===== src/hdl/masku_defines.svh =====
/* Lane count, word widths, queue depth and vl limits of the mask unit */

`ifndef MASKU_DEFINES_SVH
`define MASKU_DEFINES_SVH

// Lane organisation
`define MASKU_NR_LANES 2
`define MASKU_ELEN 64
`define MASKU_STRB_W (`MASKU_ELEN / 8)

// Entries in every mask queue and result queue
`define MASKU_QUEUE_DEPTH 2

// Vector length
`define MASKU_MAX_VL 1024
`define MASKU_VL_W 11

// Instruction id and register-file word address
`define MASKU_ID_W 3
`define MASKU_ADDR_W 8

`endif

===== src/hdl/masku_pkg.sv =====
/* Scalar types, opcode and path state enums, instruction struct */

`include "masku_defines.svh"

package masku_pkg;

  // One lane word and its byte strobes
  typedef logic [`MASKU_ELEN-1:0] elen_t;
  typedef logic [`MASKU_STRB_W-1:0] strb_t;

  // Element count, instruction id, register-file word address
  typedef logic [`MASKU_VL_W-1:0] vl_t;
  typedef logic [`MASKU_ID_W-1:0] vid_t;
  typedef logic [`MASKU_ADDR_W-1:0] vaddr_t;

  // Operations of the mask unit
  typedef enum logic [8:0] {
    OP_MASK_LOGIC = 9'd0,
    OP_PREDICATE  = 9'd1
  } masku_op_e;

  // Progress of each path through one instruction
  typedef enum logic [1:0] {
    ST_IDLE,
    ST_RUN,
    ST_DRAIN
  } path_state_e;

  // 32-bit instruction word from the sequencer
  typedef struct packed {
    masku_op_e op;
    vl_t       vl;
    logic      vm;  // Low when the operation is masked
    vaddr_t    vd;
    vid_t      id;
  } masku_insn_t;

endpackage


===== src/hdl/masku_if.sv =====
/* insn_if: instruction broadcast and path completion
   vrf_wr_if: per-lane result writes with request/grant */

`include "masku_defines.svh"

interface insn_if;

  masku_pkg::masku_insn_t insn;
  // One-cycle pulses per path
  logic logic_start;
  logic pred_start;
  logic logic_done;
  logic pred_done;

  modport seq (
    output insn, logic_start, pred_start,
    input  logic_done, pred_done
  );

  modport path_logic (
    input  insn, logic_start,
    output logic_done
  );

  modport path_pred (
    input  insn, pred_start,
    output pred_done
  );

endinterface

interface vrf_wr_if;

  // One write port per lane
  logic [`MASKU_NR_LANES-1:0] req;
  logic [`MASKU_NR_LANES-1:0] gnt;
  masku_pkg::vaddr_t [`MASKU_NR_LANES-1:0] addr;
  masku_pkg::elen_t [`MASKU_NR_LANES-1:0] wdata;
  masku_pkg::strb_t [`MASKU_NR_LANES-1:0] be;
  masku_pkg::vid_t [`MASKU_NR_LANES-1:0] id;

  modport src (
    output req, addr, wdata, be, id,
    input  gnt
  );

  modport dst (
    input  req, addr, wdata, be, id,
    output gnt
  );

endinterface


===== src/hdl/masku_top.sv =====
/* Mask unit top level: sequencer, merge unit and distributor
   behind plain ports */

`include "masku_defines.svh"

module masku_top (
  input  logic                                      clk_i,
  input  logic                                      rst_ni,
  // Instruction
  input  logic                                      insn_valid_i,
  output logic                                      insn_ready_o,
  input  masku_pkg::masku_op_e                      insn_op_i,
  input  masku_pkg::vl_t                            insn_vl_i,
  input  logic                                      insn_vm_i,
  input  masku_pkg::vaddr_t                         insn_vd_i,
  input  masku_pkg::vid_t                           insn_id_i,
  output logic                                      done_valid_o,
  output masku_pkg::vid_t                           done_id_o,
  // Operands from the lanes
  input  masku_pkg::elen_t [`MASKU_NR_LANES-1:0]    a_i,
  input  logic [`MASKU_NR_LANES-1:0]                a_valid_i,
  output logic [`MASKU_NR_LANES-1:0]                a_ready_o,
  input  masku_pkg::elen_t [`MASKU_NR_LANES-1:0]    b_i,
  input  logic [`MASKU_NR_LANES-1:0]                b_valid_i,
  output logic [`MASKU_NR_LANES-1:0]                b_ready_o,
  input  masku_pkg::elen_t [`MASKU_NR_LANES-1:0]    m_i,
  input  logic [`MASKU_NR_LANES-1:0]                m_valid_i,
  output logic                                      m_ready_o,
  // Result writes
  output logic [`MASKU_NR_LANES-1:0]                wr_req_o,
  input  logic [`MASKU_NR_LANES-1:0]                wr_gnt_i,
  output masku_pkg::vaddr_t [`MASKU_NR_LANES-1:0]   wr_addr_o,
  output masku_pkg::elen_t [`MASKU_NR_LANES-1:0]    wr_wdata_o,
  output masku_pkg::strb_t [`MASKU_NR_LANES-1:0]    wr_be_o,
  output masku_pkg::vid_t [`MASKU_NR_LANES-1:0]     wr_id_o,
  // Strobes to the functional units
  output masku_pkg::strb_t [`MASKU_NR_LANES-1:0]    mask_o,
  output logic [`MASKU_NR_LANES-1:0]                mask_valid_o,
  input  logic [`MASKU_NR_LANES-1:0]                mask_ready_i
);

  masku_pkg::masku_insn_t insn;
  logic merge_m_ready;
  logic dist_m_ready;

  insn_if insn_bus ();
  vrf_wr_if wr_bus ();

  // Pack the instruction fields
  assign insn = '{op: insn_op_i, vl: insn_vl_i, vm: insn_vm_i, vd: insn_vd_i, id: insn_id_i};

  masku_sequencer i_sequencer (
    .clk_i        (clk_i),
    .rst_ni       (rst_ni),
    .insn_valid_i (insn_valid_i),
    .insn_ready_o (insn_ready_o),
    .insn_i       (insn),
    .done_valid_o (done_valid_o),
    .done_id_o    (done_id_o),
    .insn_o       (insn_bus.seq)
  );

  mask_merge_unit i_merge (
    .clk_i     (clk_i),
    .rst_ni    (rst_ni),
    .insn      (insn_bus.path_logic),
    .a_i       (a_i),
    .a_valid_i (a_valid_i),
    .a_ready_o (a_ready_o),
    .b_i       (b_i),
    .b_valid_i (b_valid_i),
    .b_ready_o (b_ready_o),
    .m_i       (m_i),
    .m_valid_i (m_valid_i),
    .m_ready_o (merge_m_ready),
    .wr        (wr_bus.src)
  );

  mask_distributor i_distributor (
    .clk_i        (clk_i),
    .rst_ni       (rst_ni),
    .insn         (insn_bus.path_pred),
    .m_i          (m_i),
    .m_valid_i    (m_valid_i),
    .m_ready_o    (dist_m_ready),
    .mask_o       (mask_o),
    .mask_valid_o (mask_valid_o),
    .mask_ready_i (mask_ready_i)
  );

  // Only the active path raises its ready
  assign m_ready_o = merge_m_ready | dist_m_ready;

  // Write bus onto the lane ports
  assign wr_req_o   = wr_bus.req;
  assign wr_addr_o  = wr_bus.addr;
  assign wr_wdata_o = wr_bus.wdata;
  assign wr_be_o    = wr_bus.be;
  assign wr_id_o    = wr_bus.id;
  assign wr_bus.gnt = wr_gnt_i;

endmodule


===== src/hdl/mask_merge_unit.sv =====
/* Mask-logic path: bit-enable merge of the ALU result with the old
   destination word, two-entry result queue per lane */

`include "masku_defines.svh"

module mask_merge_unit (
  input  logic                                      clk_i,
  input  logic                                      rst_ni,
  insn_if.path_logic                                insn,
  // ALU result
  input  masku_pkg::elen_t [`MASKU_NR_LANES-1:0]    a_i,
  input  logic [`MASKU_NR_LANES-1:0]                a_valid_i,
  output logic [`MASKU_NR_LANES-1:0]                a_ready_o,
  // Old destination register
  input  masku_pkg::elen_t [`MASKU_NR_LANES-1:0]    b_i,
  input  logic [`MASKU_NR_LANES-1:0]                b_valid_i,
  output logic [`MASKU_NR_LANES-1:0]                b_ready_o,
  // Mask operand
  input  masku_pkg::elen_t [`MASKU_NR_LANES-1:0]    m_i,
  input  logic [`MASKU_NR_LANES-1:0]                m_valid_i,
  output logic                                      m_ready_o,
  // Result writes
  vrf_wr_if.src                                     wr
);

  localparam int unsigned LANES = `MASKU_NR_LANES;
  localparam int unsigned ELEN = `MASKU_ELEN;
  localparam int unsigned DEPTH = `MASKU_QUEUE_DEPTH;
  localparam int unsigned PTR_W = $clog2(DEPTH);
  // One element per bit across all lanes
  localparam int unsigned BEAT_ELEMS = LANES * ELEN;
  localparam int unsigned BEAT_W = $clog2(`MASKU_MAX_VL / BEAT_ELEMS);

  masku_pkg::path_state_e state_q;
  masku_pkg::vl_t rem_q;
  logic [BEAT_W-1:0] beat_q;

  // Result queue, address and id shared by the lanes of one entry
  masku_pkg::elen_t [DEPTH-1:0][LANES-1:0] wdata_q;
  masku_pkg::strb_t [DEPTH-1:0][LANES-1:0] be_q;
  masku_pkg::vaddr_t [DEPTH-1:0] addr_q;
  masku_pkg::vid_t [DEPTH-1:0] id_q;
  logic [DEPTH-1:0][LANES-1:0] vld_q;
  logic [PTR_W-1:0] wr_ptr_q;
  logic [PTR_W-1:0] rd_ptr_q;
  logic [PTR_W:0] cnt_q;

  masku_pkg::elen_t [LANES-1:0] bit_en;
  masku_pkg::elen_t [LANES-1:0] merged;
  masku_pkg::strb_t [LANES-1:0] be;
  logic [LANES-1:0] left;
  logic full;
  logic push;
  logic last_beat;
  logic retire;
  logic done;

  assign full = (cnt_q == DEPTH);
  assign last_beat = (rem_q <= BEAT_ELEMS);

  // Mask operand only needed for masked instructions
  assign push = (state_q == masku_pkg::ST_RUN) && !full && (&a_valid_i) && (&b_valid_i) &&
                (insn.insn.vm || (&m_valid_i));
  assign a_ready_o = {LANES{push}};
  assign b_ready_o = {LANES{push}};
  assign m_ready_o = push && !insn.insn.vm;

  // rem_q counts elements from the start of this beat
  always_comb begin : p_merge
    for (int l = 0; l < LANES; l++) begin
      for (int k = 0; k < ELEN; k++) begin
        bit_en[l][k] = ((l * ELEN + k) < rem_q) && (insn.insn.vm || m_i[l][k]);
      end
      // A byte is written when its first element is inside vl
      for (int j = 0; j < `MASKU_STRB_W; j++) begin
        be[l][j] = (l * ELEN + 8 * j) < rem_q;
      end
      merged[l] = (a_i[l] & bit_en[l]) | (b_i[l] & ~bit_en[l]);
    end
  end

  // Head entry drives every lane port
  always_comb begin : p_wr_port
    for (int l = 0; l < LANES; l++) begin
      wr.req[l]   = vld_q[rd_ptr_q][l];
      wr.wdata[l] = wdata_q[rd_ptr_q][l];
      wr.be[l]    = be_q[rd_ptr_q][l];
      wr.addr[l]  = addr_q[rd_ptr_q];
      wr.id[l]    = id_q[rd_ptr_q];
    end
  end

  // Lanes still waiting for a grant after this cycle
  assign left = vld_q[rd_ptr_q] & ~wr.gnt;
  assign retire = (cnt_q != '0) && (left == '0);
  assign done = (state_q == masku_pkg::ST_DRAIN) &&
                ((cnt_q == '0) || (retire && (cnt_q == 1)));
  assign insn.logic_done = done;

  always_ff @(posedge clk_i) begin : p_payload
    if (push) begin
      wdata_q[wr_ptr_q] <= merged;
      be_q[wr_ptr_q]    <= be;
      addr_q[wr_ptr_q]  <= insn.insn.vd + masku_pkg::vaddr_t'(beat_q);
      id_q[wr_ptr_q]    <= insn.insn.id;
    end
  end

  always_ff @(posedge clk_i or negedge rst_ni) begin : p_ctrl
    if (!rst_ni) begin
      state_q  <= masku_pkg::ST_IDLE;
      rem_q    <= '0;
      beat_q   <= '0;
      vld_q    <= '0;
      wr_ptr_q <= '0;
      rd_ptr_q <= '0;
      cnt_q    <= '0;
    end else begin
      // Each lane clears its bit on grant
      vld_q[rd_ptr_q] <= left;
      if (retire) begin
        rd_ptr_q <= (rd_ptr_q == PTR_W'(DEPTH - 1)) ? '0 : rd_ptr_q + 1'b1;
      end
      if (push) begin
        vld_q[wr_ptr_q] <= '1;
        wr_ptr_q <= (wr_ptr_q == PTR_W'(DEPTH - 1)) ? '0 : wr_ptr_q + 1'b1;
        beat_q   <= beat_q + 1'b1;
        rem_q    <= last_beat ? '0 : rem_q - masku_pkg::vl_t'(BEAT_ELEMS);
      end
      unique case ({push, retire})
        2'b10:   cnt_q <= cnt_q + 1'b1;
        2'b01:   cnt_q <= cnt_q - 1'b1;
        default: ;
      endcase
      case (state_q)
        masku_pkg::ST_IDLE: begin
          if (insn.logic_start) begin
            rem_q   <= insn.insn.vl;
            beat_q  <= '0;
            state_q <= (insn.insn.vl == '0) ? masku_pkg::ST_DRAIN : masku_pkg::ST_RUN;
          end
        end
        masku_pkg::ST_RUN: begin
          if (push && last_beat) begin
            state_q <= masku_pkg::ST_DRAIN;
          end
        end
        masku_pkg::ST_DRAIN: begin
          // Wait for the last entry to leave every lane
          if (done) begin
            state_q <= masku_pkg::ST_IDLE;
          end
        end
        default: state_q <= masku_pkg::ST_IDLE;
      endcase
    end
  end

  // A new result only lands on a slot every lane has drained
  assert property (@(posedge clk_i) disable iff (!rst_ni)
    push |-> !(|vld_q[wr_ptr_q]));

endmodule


===== src/hdl/mask_distributor.sv =====
/* Predicate path: expands mask operand beats into per-lane byte strobes
   through a two-entry mask queue per lane */

`include "masku_defines.svh"

module mask_distributor (
  input  logic                                      clk_i,
  input  logic                                      rst_ni,
  insn_if.path_pred                                 insn,
  // Mask operand
  input  masku_pkg::elen_t [`MASKU_NR_LANES-1:0]    m_i,
  input  logic [`MASKU_NR_LANES-1:0]                m_valid_i,
  output logic                                      m_ready_o,
  // Strobes towards the functional units
  output masku_pkg::strb_t [`MASKU_NR_LANES-1:0]    mask_o,
  output logic [`MASKU_NR_LANES-1:0]                mask_valid_o,
  input  logic [`MASKU_NR_LANES-1:0]                mask_ready_i
);

  localparam int unsigned LANES = `MASKU_NR_LANES;
  localparam int unsigned DEPTH = `MASKU_QUEUE_DEPTH;
  localparam int unsigned PTR_W = $clog2(DEPTH);
  // 8-bit elements, one strobe bit per element
  localparam int unsigned OUT_ELEMS = LANES * 8;
  localparam int unsigned SUB_BEATS = LANES * `MASKU_ELEN / OUT_ELEMS;
  localparam int unsigned SUB_W = $clog2(SUB_BEATS);

  masku_pkg::path_state_e state_q;
  masku_pkg::vl_t rem_q;
  logic [SUB_W-1:0] sub_q;

  // Mask queue
  masku_pkg::strb_t [DEPTH-1:0][LANES-1:0] strb_q;
  logic [DEPTH-1:0][LANES-1:0] vld_q;
  logic [PTR_W-1:0] wr_ptr_q;
  logic [PTR_W-1:0] rd_ptr_q;
  logic [PTR_W:0] cnt_q;

  logic [LANES*`MASKU_ELEN-1:0] m_flat;
  masku_pkg::strb_t [LANES-1:0] strb;
  logic [LANES-1:0] left;
  logic full;
  logic push;
  logic last_beat;
  logic retire;
  logic done;

  assign m_flat = m_i;
  assign full = (cnt_q == DEPTH);
  assign last_beat = (rem_q <= OUT_ELEMS);

  // All lanes of the mask operand must be present
  assign push = (state_q == masku_pkg::ST_RUN) && !full && (&m_valid_i);

  // Operand consumed after its eighth strobe beat or the final one
  assign m_ready_o = push && (last_beat || (sub_q == SUB_W'(SUB_BEATS - 1)));

  // Element sub_q*16 + l*8 + j, cleared past vl
  always_comb begin : p_strobe
    for (int l = 0; l < LANES; l++) begin
      for (int j = 0; j < 8; j++) begin
        strb[l][j] = m_flat[sub_q * OUT_ELEMS + l * 8 + j] && ((l * 8 + j) < rem_q);
      end
    end
  end

  // Head entry per lane
  assign mask_valid_o = vld_q[rd_ptr_q];
  assign mask_o = strb_q[rd_ptr_q];

  // Lanes still waiting after this cycle's handshakes
  assign left = vld_q[rd_ptr_q] & ~mask_ready_i;
  assign retire = (cnt_q != '0) && (left == '0);
  assign done = (state_q == masku_pkg::ST_DRAIN) &&
                ((cnt_q == '0) || (retire && (cnt_q == 1)));
  assign insn.pred_done = done;

  always_ff @(posedge clk_i) begin : p_payload
    if (push) begin
      strb_q[wr_ptr_q] <= strb;
    end
  end

  always_ff @(posedge clk_i or negedge rst_ni) begin : p_ctrl
    if (!rst_ni) begin
      state_q  <= masku_pkg::ST_IDLE;
      rem_q    <= '0;
      sub_q    <= '0;
      vld_q    <= '0;
      wr_ptr_q <= '0;
      rd_ptr_q <= '0;
      cnt_q    <= '0;
    end else begin
      // Lanes drop the head entry one by one
      vld_q[rd_ptr_q] <= left;
      if (retire) begin
        rd_ptr_q <= (rd_ptr_q == PTR_W'(DEPTH - 1)) ? '0 : rd_ptr_q + 1'b1;
      end
      if (push) begin
        vld_q[wr_ptr_q] <= '1;
        wr_ptr_q <= (wr_ptr_q == PTR_W'(DEPTH - 1)) ? '0 : wr_ptr_q + 1'b1;
        sub_q    <= sub_q + 1'b1;
        rem_q    <= last_beat ? '0 : rem_q - masku_pkg::vl_t'(OUT_ELEMS);
      end
      unique case ({push, retire})
        2'b10:   cnt_q <= cnt_q + 1'b1;
        2'b01:   cnt_q <= cnt_q - 1'b1;
        default: ;
      endcase
      case (state_q)
        masku_pkg::ST_IDLE: begin
          if (insn.pred_start) begin
            rem_q   <= insn.insn.vl;
            sub_q   <= '0;
            state_q <= (insn.insn.vl == '0) ? masku_pkg::ST_DRAIN : masku_pkg::ST_RUN;
          end
        end
        masku_pkg::ST_RUN: begin
          if (push && last_beat) begin
            state_q <= masku_pkg::ST_DRAIN;
          end
        end
        masku_pkg::ST_DRAIN: begin
          if (done) begin
            state_q <= masku_pkg::ST_IDLE;
          end
        end
        default: state_q <= masku_pkg::ST_IDLE;
      endcase
    end
  end

  // A new beat only lands on a slot every lane has drained
  assert property (@(posedge clk_i) disable iff (!rst_ni)
    push |-> !(|vld_q[wr_ptr_q]));

  // Strobes hold until the lane takes them
  for (genvar l = 0; l < LANES; l++) begin : g_hold_chk
    assert property (@(posedge clk_i) disable iff (!rst_ni)
      mask_valid_o[l] && !mask_ready_i[l] |=> mask_valid_o[l] && $stable(mask_o[l]));
  end

endmodule


===== src/hdl/masku_sequencer.sv =====
/* Instruction sequencer: one-entry instruction register, opcode decode
   into path start pulses, done response from the active path */

module masku_sequencer (
  input  logic                   clk_i,
  input  logic                   rst_ni,
  // Instruction request
  input  logic                   insn_valid_i,
  output logic                   insn_ready_o,
  input  masku_pkg::masku_insn_t insn_i,
  // Completion response
  output logic                   done_valid_o,
  output masku_pkg::vid_t        done_id_o,
  // Broadcast to both paths
  insn_if.seq                    insn_o
);

  masku_pkg::masku_insn_t insn_q;
  logic busy_q;
  logic start_q;
  logic accept;
  logic path_done;

  // One instruction in flight at a time
  assign insn_ready_o = !busy_q;
  assign accept = insn_valid_i && !busy_q;

  // Opcode decode, so the paths never look at op
  assign insn_o.insn = insn_q;
  assign insn_o.logic_start = start_q && (insn_q.op == masku_pkg::OP_MASK_LOGIC);
  assign insn_o.pred_start = start_q && (insn_q.op == masku_pkg::OP_PREDICATE);

  // Only the owning path may finish the instruction
  assign path_done = (insn_q.op == masku_pkg::OP_MASK_LOGIC) ? insn_o.logic_done
                                                              : insn_o.pred_done;

  // Instruction register
  always_ff @(posedge clk_i) begin : p_insn
    if (accept) begin
      insn_q <= insn_i;
    end
  end

  always_ff @(posedge clk_i or negedge rst_ni) begin : p_ctrl
    if (!rst_ni) begin
      busy_q       <= 1'b0;
      start_q      <= 1'b0;
      done_valid_o <= 1'b0;
      done_id_o    <= '0;
    end else begin
      // Start fires in the cycle after acceptance
      start_q      <= accept;
      done_valid_o <= busy_q && path_done;
      if (busy_q && path_done) begin
        busy_q    <= 1'b0;
        done_id_o <= insn_q.id;
      end
      if (accept) begin
        busy_q <= 1'b1;
      end
    end
  end

  // Paths only finish an instruction that was handed out
  assert property (@(posedge clk_i) disable iff (!rst_ni)
    !busy_q |-> !(insn_o.logic_done || insn_o.pred_done));

endmodule


===== config.mk =====
export PLATFORM = sky130hd
export DESIGN_NAME = masku_top
export DESIGN_NICKNAME = d
export VERILOG_FILES = /design/src/hdl/masku_pkg.sv /design/src/hdl/masku_if.sv /design/src/hdl/masku_top.sv /design/src/hdl/mask_merge_unit.sv /design/src/hdl/mask_distributor.sv /design/src/hdl/masku_sequencer.sv
export VERILOG_INCLUDE_DIRS = /design/src /design/src/hdl
export SDC_FILE = /design/constraint.sdc
export NUM_CORES = 1
export LEC_CHECK = 0
export ABC_AREA = 1
export BUFFER_PORTS_ARGS = -buffer_cell sky130_fd_sc_hd__clkbuf_2
export CAP_MARGIN = 10
export CORE_AREA = 2 2 244 246
export CTS_BUF_LIST = sky130_fd_sc_hd__clkbuf_4
export DETAILED_ROUTE_END_ITERATION = 12
export DIE_AREA = 0 0 246 248
export GPL_TIMING_DRIVEN = 0
export PLACE_DENSITY = 0.68
export SLEW_MARGIN = 30
export SYNTH_ARGS = -nofsm -noshare
export SYNTH_HDL_FRONTEND = slang
export SYNTH_SLANG_ARGS = --single-unit

===== constraint.sdc =====
create_clock -name clk_i -period 18.7 [get_ports clk_i]
set_clock_uncertainty 0.1 [all_clocks]
set_input_delay 1.87 -clock clk_i [delete_from_list [all_inputs] [get_ports clk_i]]
set_output_delay 1.87 -clock clk_i [all_outputs]
set_load 0.05 [all_outputs]

==> results.ini <==
[global_routing]
antenna_found_initial = 42
grt_start_max_net_pins = 45
grt_use_total_pct = 30.0
grt_pass1_wl_mm = 128
overflow = 0
first_global_vias = 18558

[clocking]
numCtsBuffers = 112
clockBufferDepth = 3
worstSkewPairLatency_ns = 0.89
hold_buffers = 0
cts_root_buffer = clkbuf_4
htree_num_levels = 3
numClockSinks = 428
tritoncts = built
post_cts_resized = 0
post_cts.repair.setup_buffers = 0
clkTransAtPathRegs_ns = 0.06

[yosys]
synthTopCellsByCount = 807 x nand2_1, 374 x edfxtp_1, 243 x o21ai_0
synth_compound_area_share_pct = 12.2
synth_area_per_cell_um2 = 9.26
synthAdderAreaFrac_pct = 1.23
yosysMostFrequentCell = nand2_1
async_reset_ff_share_pct = 12.6
synth_cell_types = 45
synth_xor_area_share_pct = 0.875
synth-simple-area-share_pct = 19.1
ys_seq_area_share_pct = 59.9
synth_edf_count = 374
synth_top_cell_by_area = edfxtp_1
syn_inst = 2269
synthesis.area_um2 = 21000
synth_area_leaders = edfxtp_1 53%, nand2_1 14%, dfrtp_1 6.4%
synthesis.nets = 2718
synth_top_area_share_pct = 53.5
synth_seq_cells = 428
synth_ff_type = edfxtp_1
synthMuxAreaShare_pct = 0.536
synth_top_family_by_area = simple AND/OR/NAND/NOR gates
ys.warnings.count = 0

[sta]
hold_viol_final = 0
clock.fmax_mhz = 184
setup_viol = 0
final.period_utilization_pct = 29.0
worstMarginPinSlew_ns = 1.03
rsz0062_at_grt = false
maxSlewHeadroom_pct = 31.5
fin_tns_setup_ns = 0
drv_slew = 0
period_needed_ns = 5.43

[die]
initial_core_util_pct = 35.9
die_h_um = 248
dieWidth_um = 246
core-area_um2 = 58500
die_area_um2 = 61000
num_rows = 89
num_io_pins = 625

[worst_hold_path]
hp-class = reg -> reg

[placement]
routabilityCongestion = 1.01
dp_hpwl_mm = 76.6
port_buffers = 624

[route]
drt_wl_total_mm = 94.7
firstDrtPassIters = 8
ant_nets = 0
vias = 20104
vias_per_cell = 5.15
routedWlPerCell_um = 24.3
drc = 0
initialDrtViolationCount = 1916

[setup_path]
crit_arrival_ns = 3.46
end_kind = output pin
cp_max_fo = 10
cp_top_family = buffers and inverters
critical_path.slowest_cell = clkbuf_1
critPathRequiredTime_ns = 16.73
crit_type = reg -> out
crit_buf_inv = 5
slowest_delay_ns = 0.73
start_kind = register
crit_chain = buf_2 -> clkinv_1 -> clkbuf_1 -> clkbuf_1 -> nand2_1 -> nand2_1 -> clkbuf_2

[power_and_ir_drop]
ir_drop_mv = 0.101
leakagePower_nw = 12.3
p_total_mw = 3.82
p_per_area_nw_per_um2 = 140

[run]
cap_violations = 0

[layout]
drive_gt1_share_pct = 29.2
nets = 3476
area_delta_synth_final_pct = 29.3

[status]
status = completed

==> state kept, by name, indices dropped and copies added (netlist names), 3 cells and up <==
name	cells
i_distributor.strb_q	32
i_merge.id_q	6
i_merge.be_q	32
i_merge.vld_q	4
i_merge.beat_q	3
i_sequencer.done_id_o	3
i_distributor.vld_q	4
i_distributor.rem_q	11
i_distributor.sub_q	3
i_merge.wdata_q	256
i_sequencer.insn_o.insn	32
i_merge.rem_q	11
i_merge.addr_q	16
==> cells by family after synthesis <==
kind of cell / count (synthesis)
adders and majority gates: 20
AOI/OAI and AO/OA: 446
buffers and inverters: 327
muxes: 10
xor gates and xnor gates: 21
DFF: 428
and+or+nand+nor: 1017
==> worst register-to-register path, cell delays in order (launching register included) <==
cell and delay (ns):
edfxtp_1 0.50, buf_2 0.32, inv_1 0.16, nand2_1 0.11, nand3_1 0.24, clkbuf_1 0.38, nor2_4 0.57, buf_16 0.26
buf_16 0.19, buf_16 0.19, buf_16 0.21
==> metrics by stage <==
step	cells	hold WS [ns]	setup WS, ns	cell area [um2]	utilization, %
finish	3904	0.386	13.27	27200	46.5
global route	3892	0.432	13.06	27100	46.4
CTS	3889	0.391	13.15	27100	46.4
global placement	3666	0.378	3.64	25100	42.9
detailed placement	3686	0.368	13.30	25700	43.9
floorplan	2269	0.346	8.83	21000	-
==> where the power goes <==
group          internal (mW)  switching [mW]
logic                  0.392            1.41
registers               1.14          0.0415
clock network          0.438           0.395
total                   1.97            1.85
==> area by class of cell <==
cell class / count / area, um2
diodes: 15 / 37.5
repair buffers: 644 / 3650
plain buffers: 102 / 459
clock inverters: 35 / 206
clock buffers: 168 / 1260
inverters: 225 / 845
well taps: 773 / 967
flip-flops and latches: 428 / 12600
fillers: 5712 / 31300
multi-input cells: 1514 / 7150
==> routing by layer <==
metal / vias to the layer above / track usage [%] / wire (um)
met3: 238 / 11.1 / 11700
met2: 1196 / 49.3 / 44600
met4: 54 / 12.5 / 3860
met1: 9359 / 35.6 / 34200
met5: - / 0 / 368
li1: 9257 / - / -
==> cells in the final DEF, fill, tap and decap left out, types with 11 or more instances in the layout <==
cell type  count
buf_16        17
edfxtp_1     374
o211ai_1      34
xor2_1        13
o221ai_1      37
ha_1          19
buf_4         16
inv_1        211
clkbuf_1      70
o22ai_1       36
clkbuf_4     169
o21ai_0      243
clkinv_1      25
o21ai_1       42
nand3_1       42
a21oi_1       35
nand2_1      807
clkbuf_2     625
inv_2         13
nor2_1       118
dfrtp_1       54
diode_2       15
buf_2         11
==> final timing paths <==
check / endpoint / startpoint / depth (start not counted) / slack (ns)
max: wr_be_o[8] / i_merge.rd_ptr_q$_DFFE_PN0P_ / 7 / 13.27
min: i_sequencer.done_id_o[2]$_DFFE_PN0P_ / i_sequencer.done_id_o[2]$_DFFE_PN0P_ / 2 / 0.39
max reg2reg: i_merge.wdata_q[211]$_DFFE_PP_ / i_sequencer.insn_o.insn[11]$_DFFE_PP_ / 10 / 15.12
min reg2reg: i_sequencer.done_id_o[2]$_DFFE_PN0P_ / i_sequencer.done_id_o[2]$_DFFE_PN0P_ / 2 / 0.39
max in group asynchronous: i_distributor.rem_q[7]$_DFF_PN0_ / rst_ni / 2 / 17.25
min in group asynchronous: i_distributor.rd_ptr_q$_DFFE_PN0P_ / rst_ni / 1 / 0.75
No activity file was read; power rests on OpenSTA's default activity.
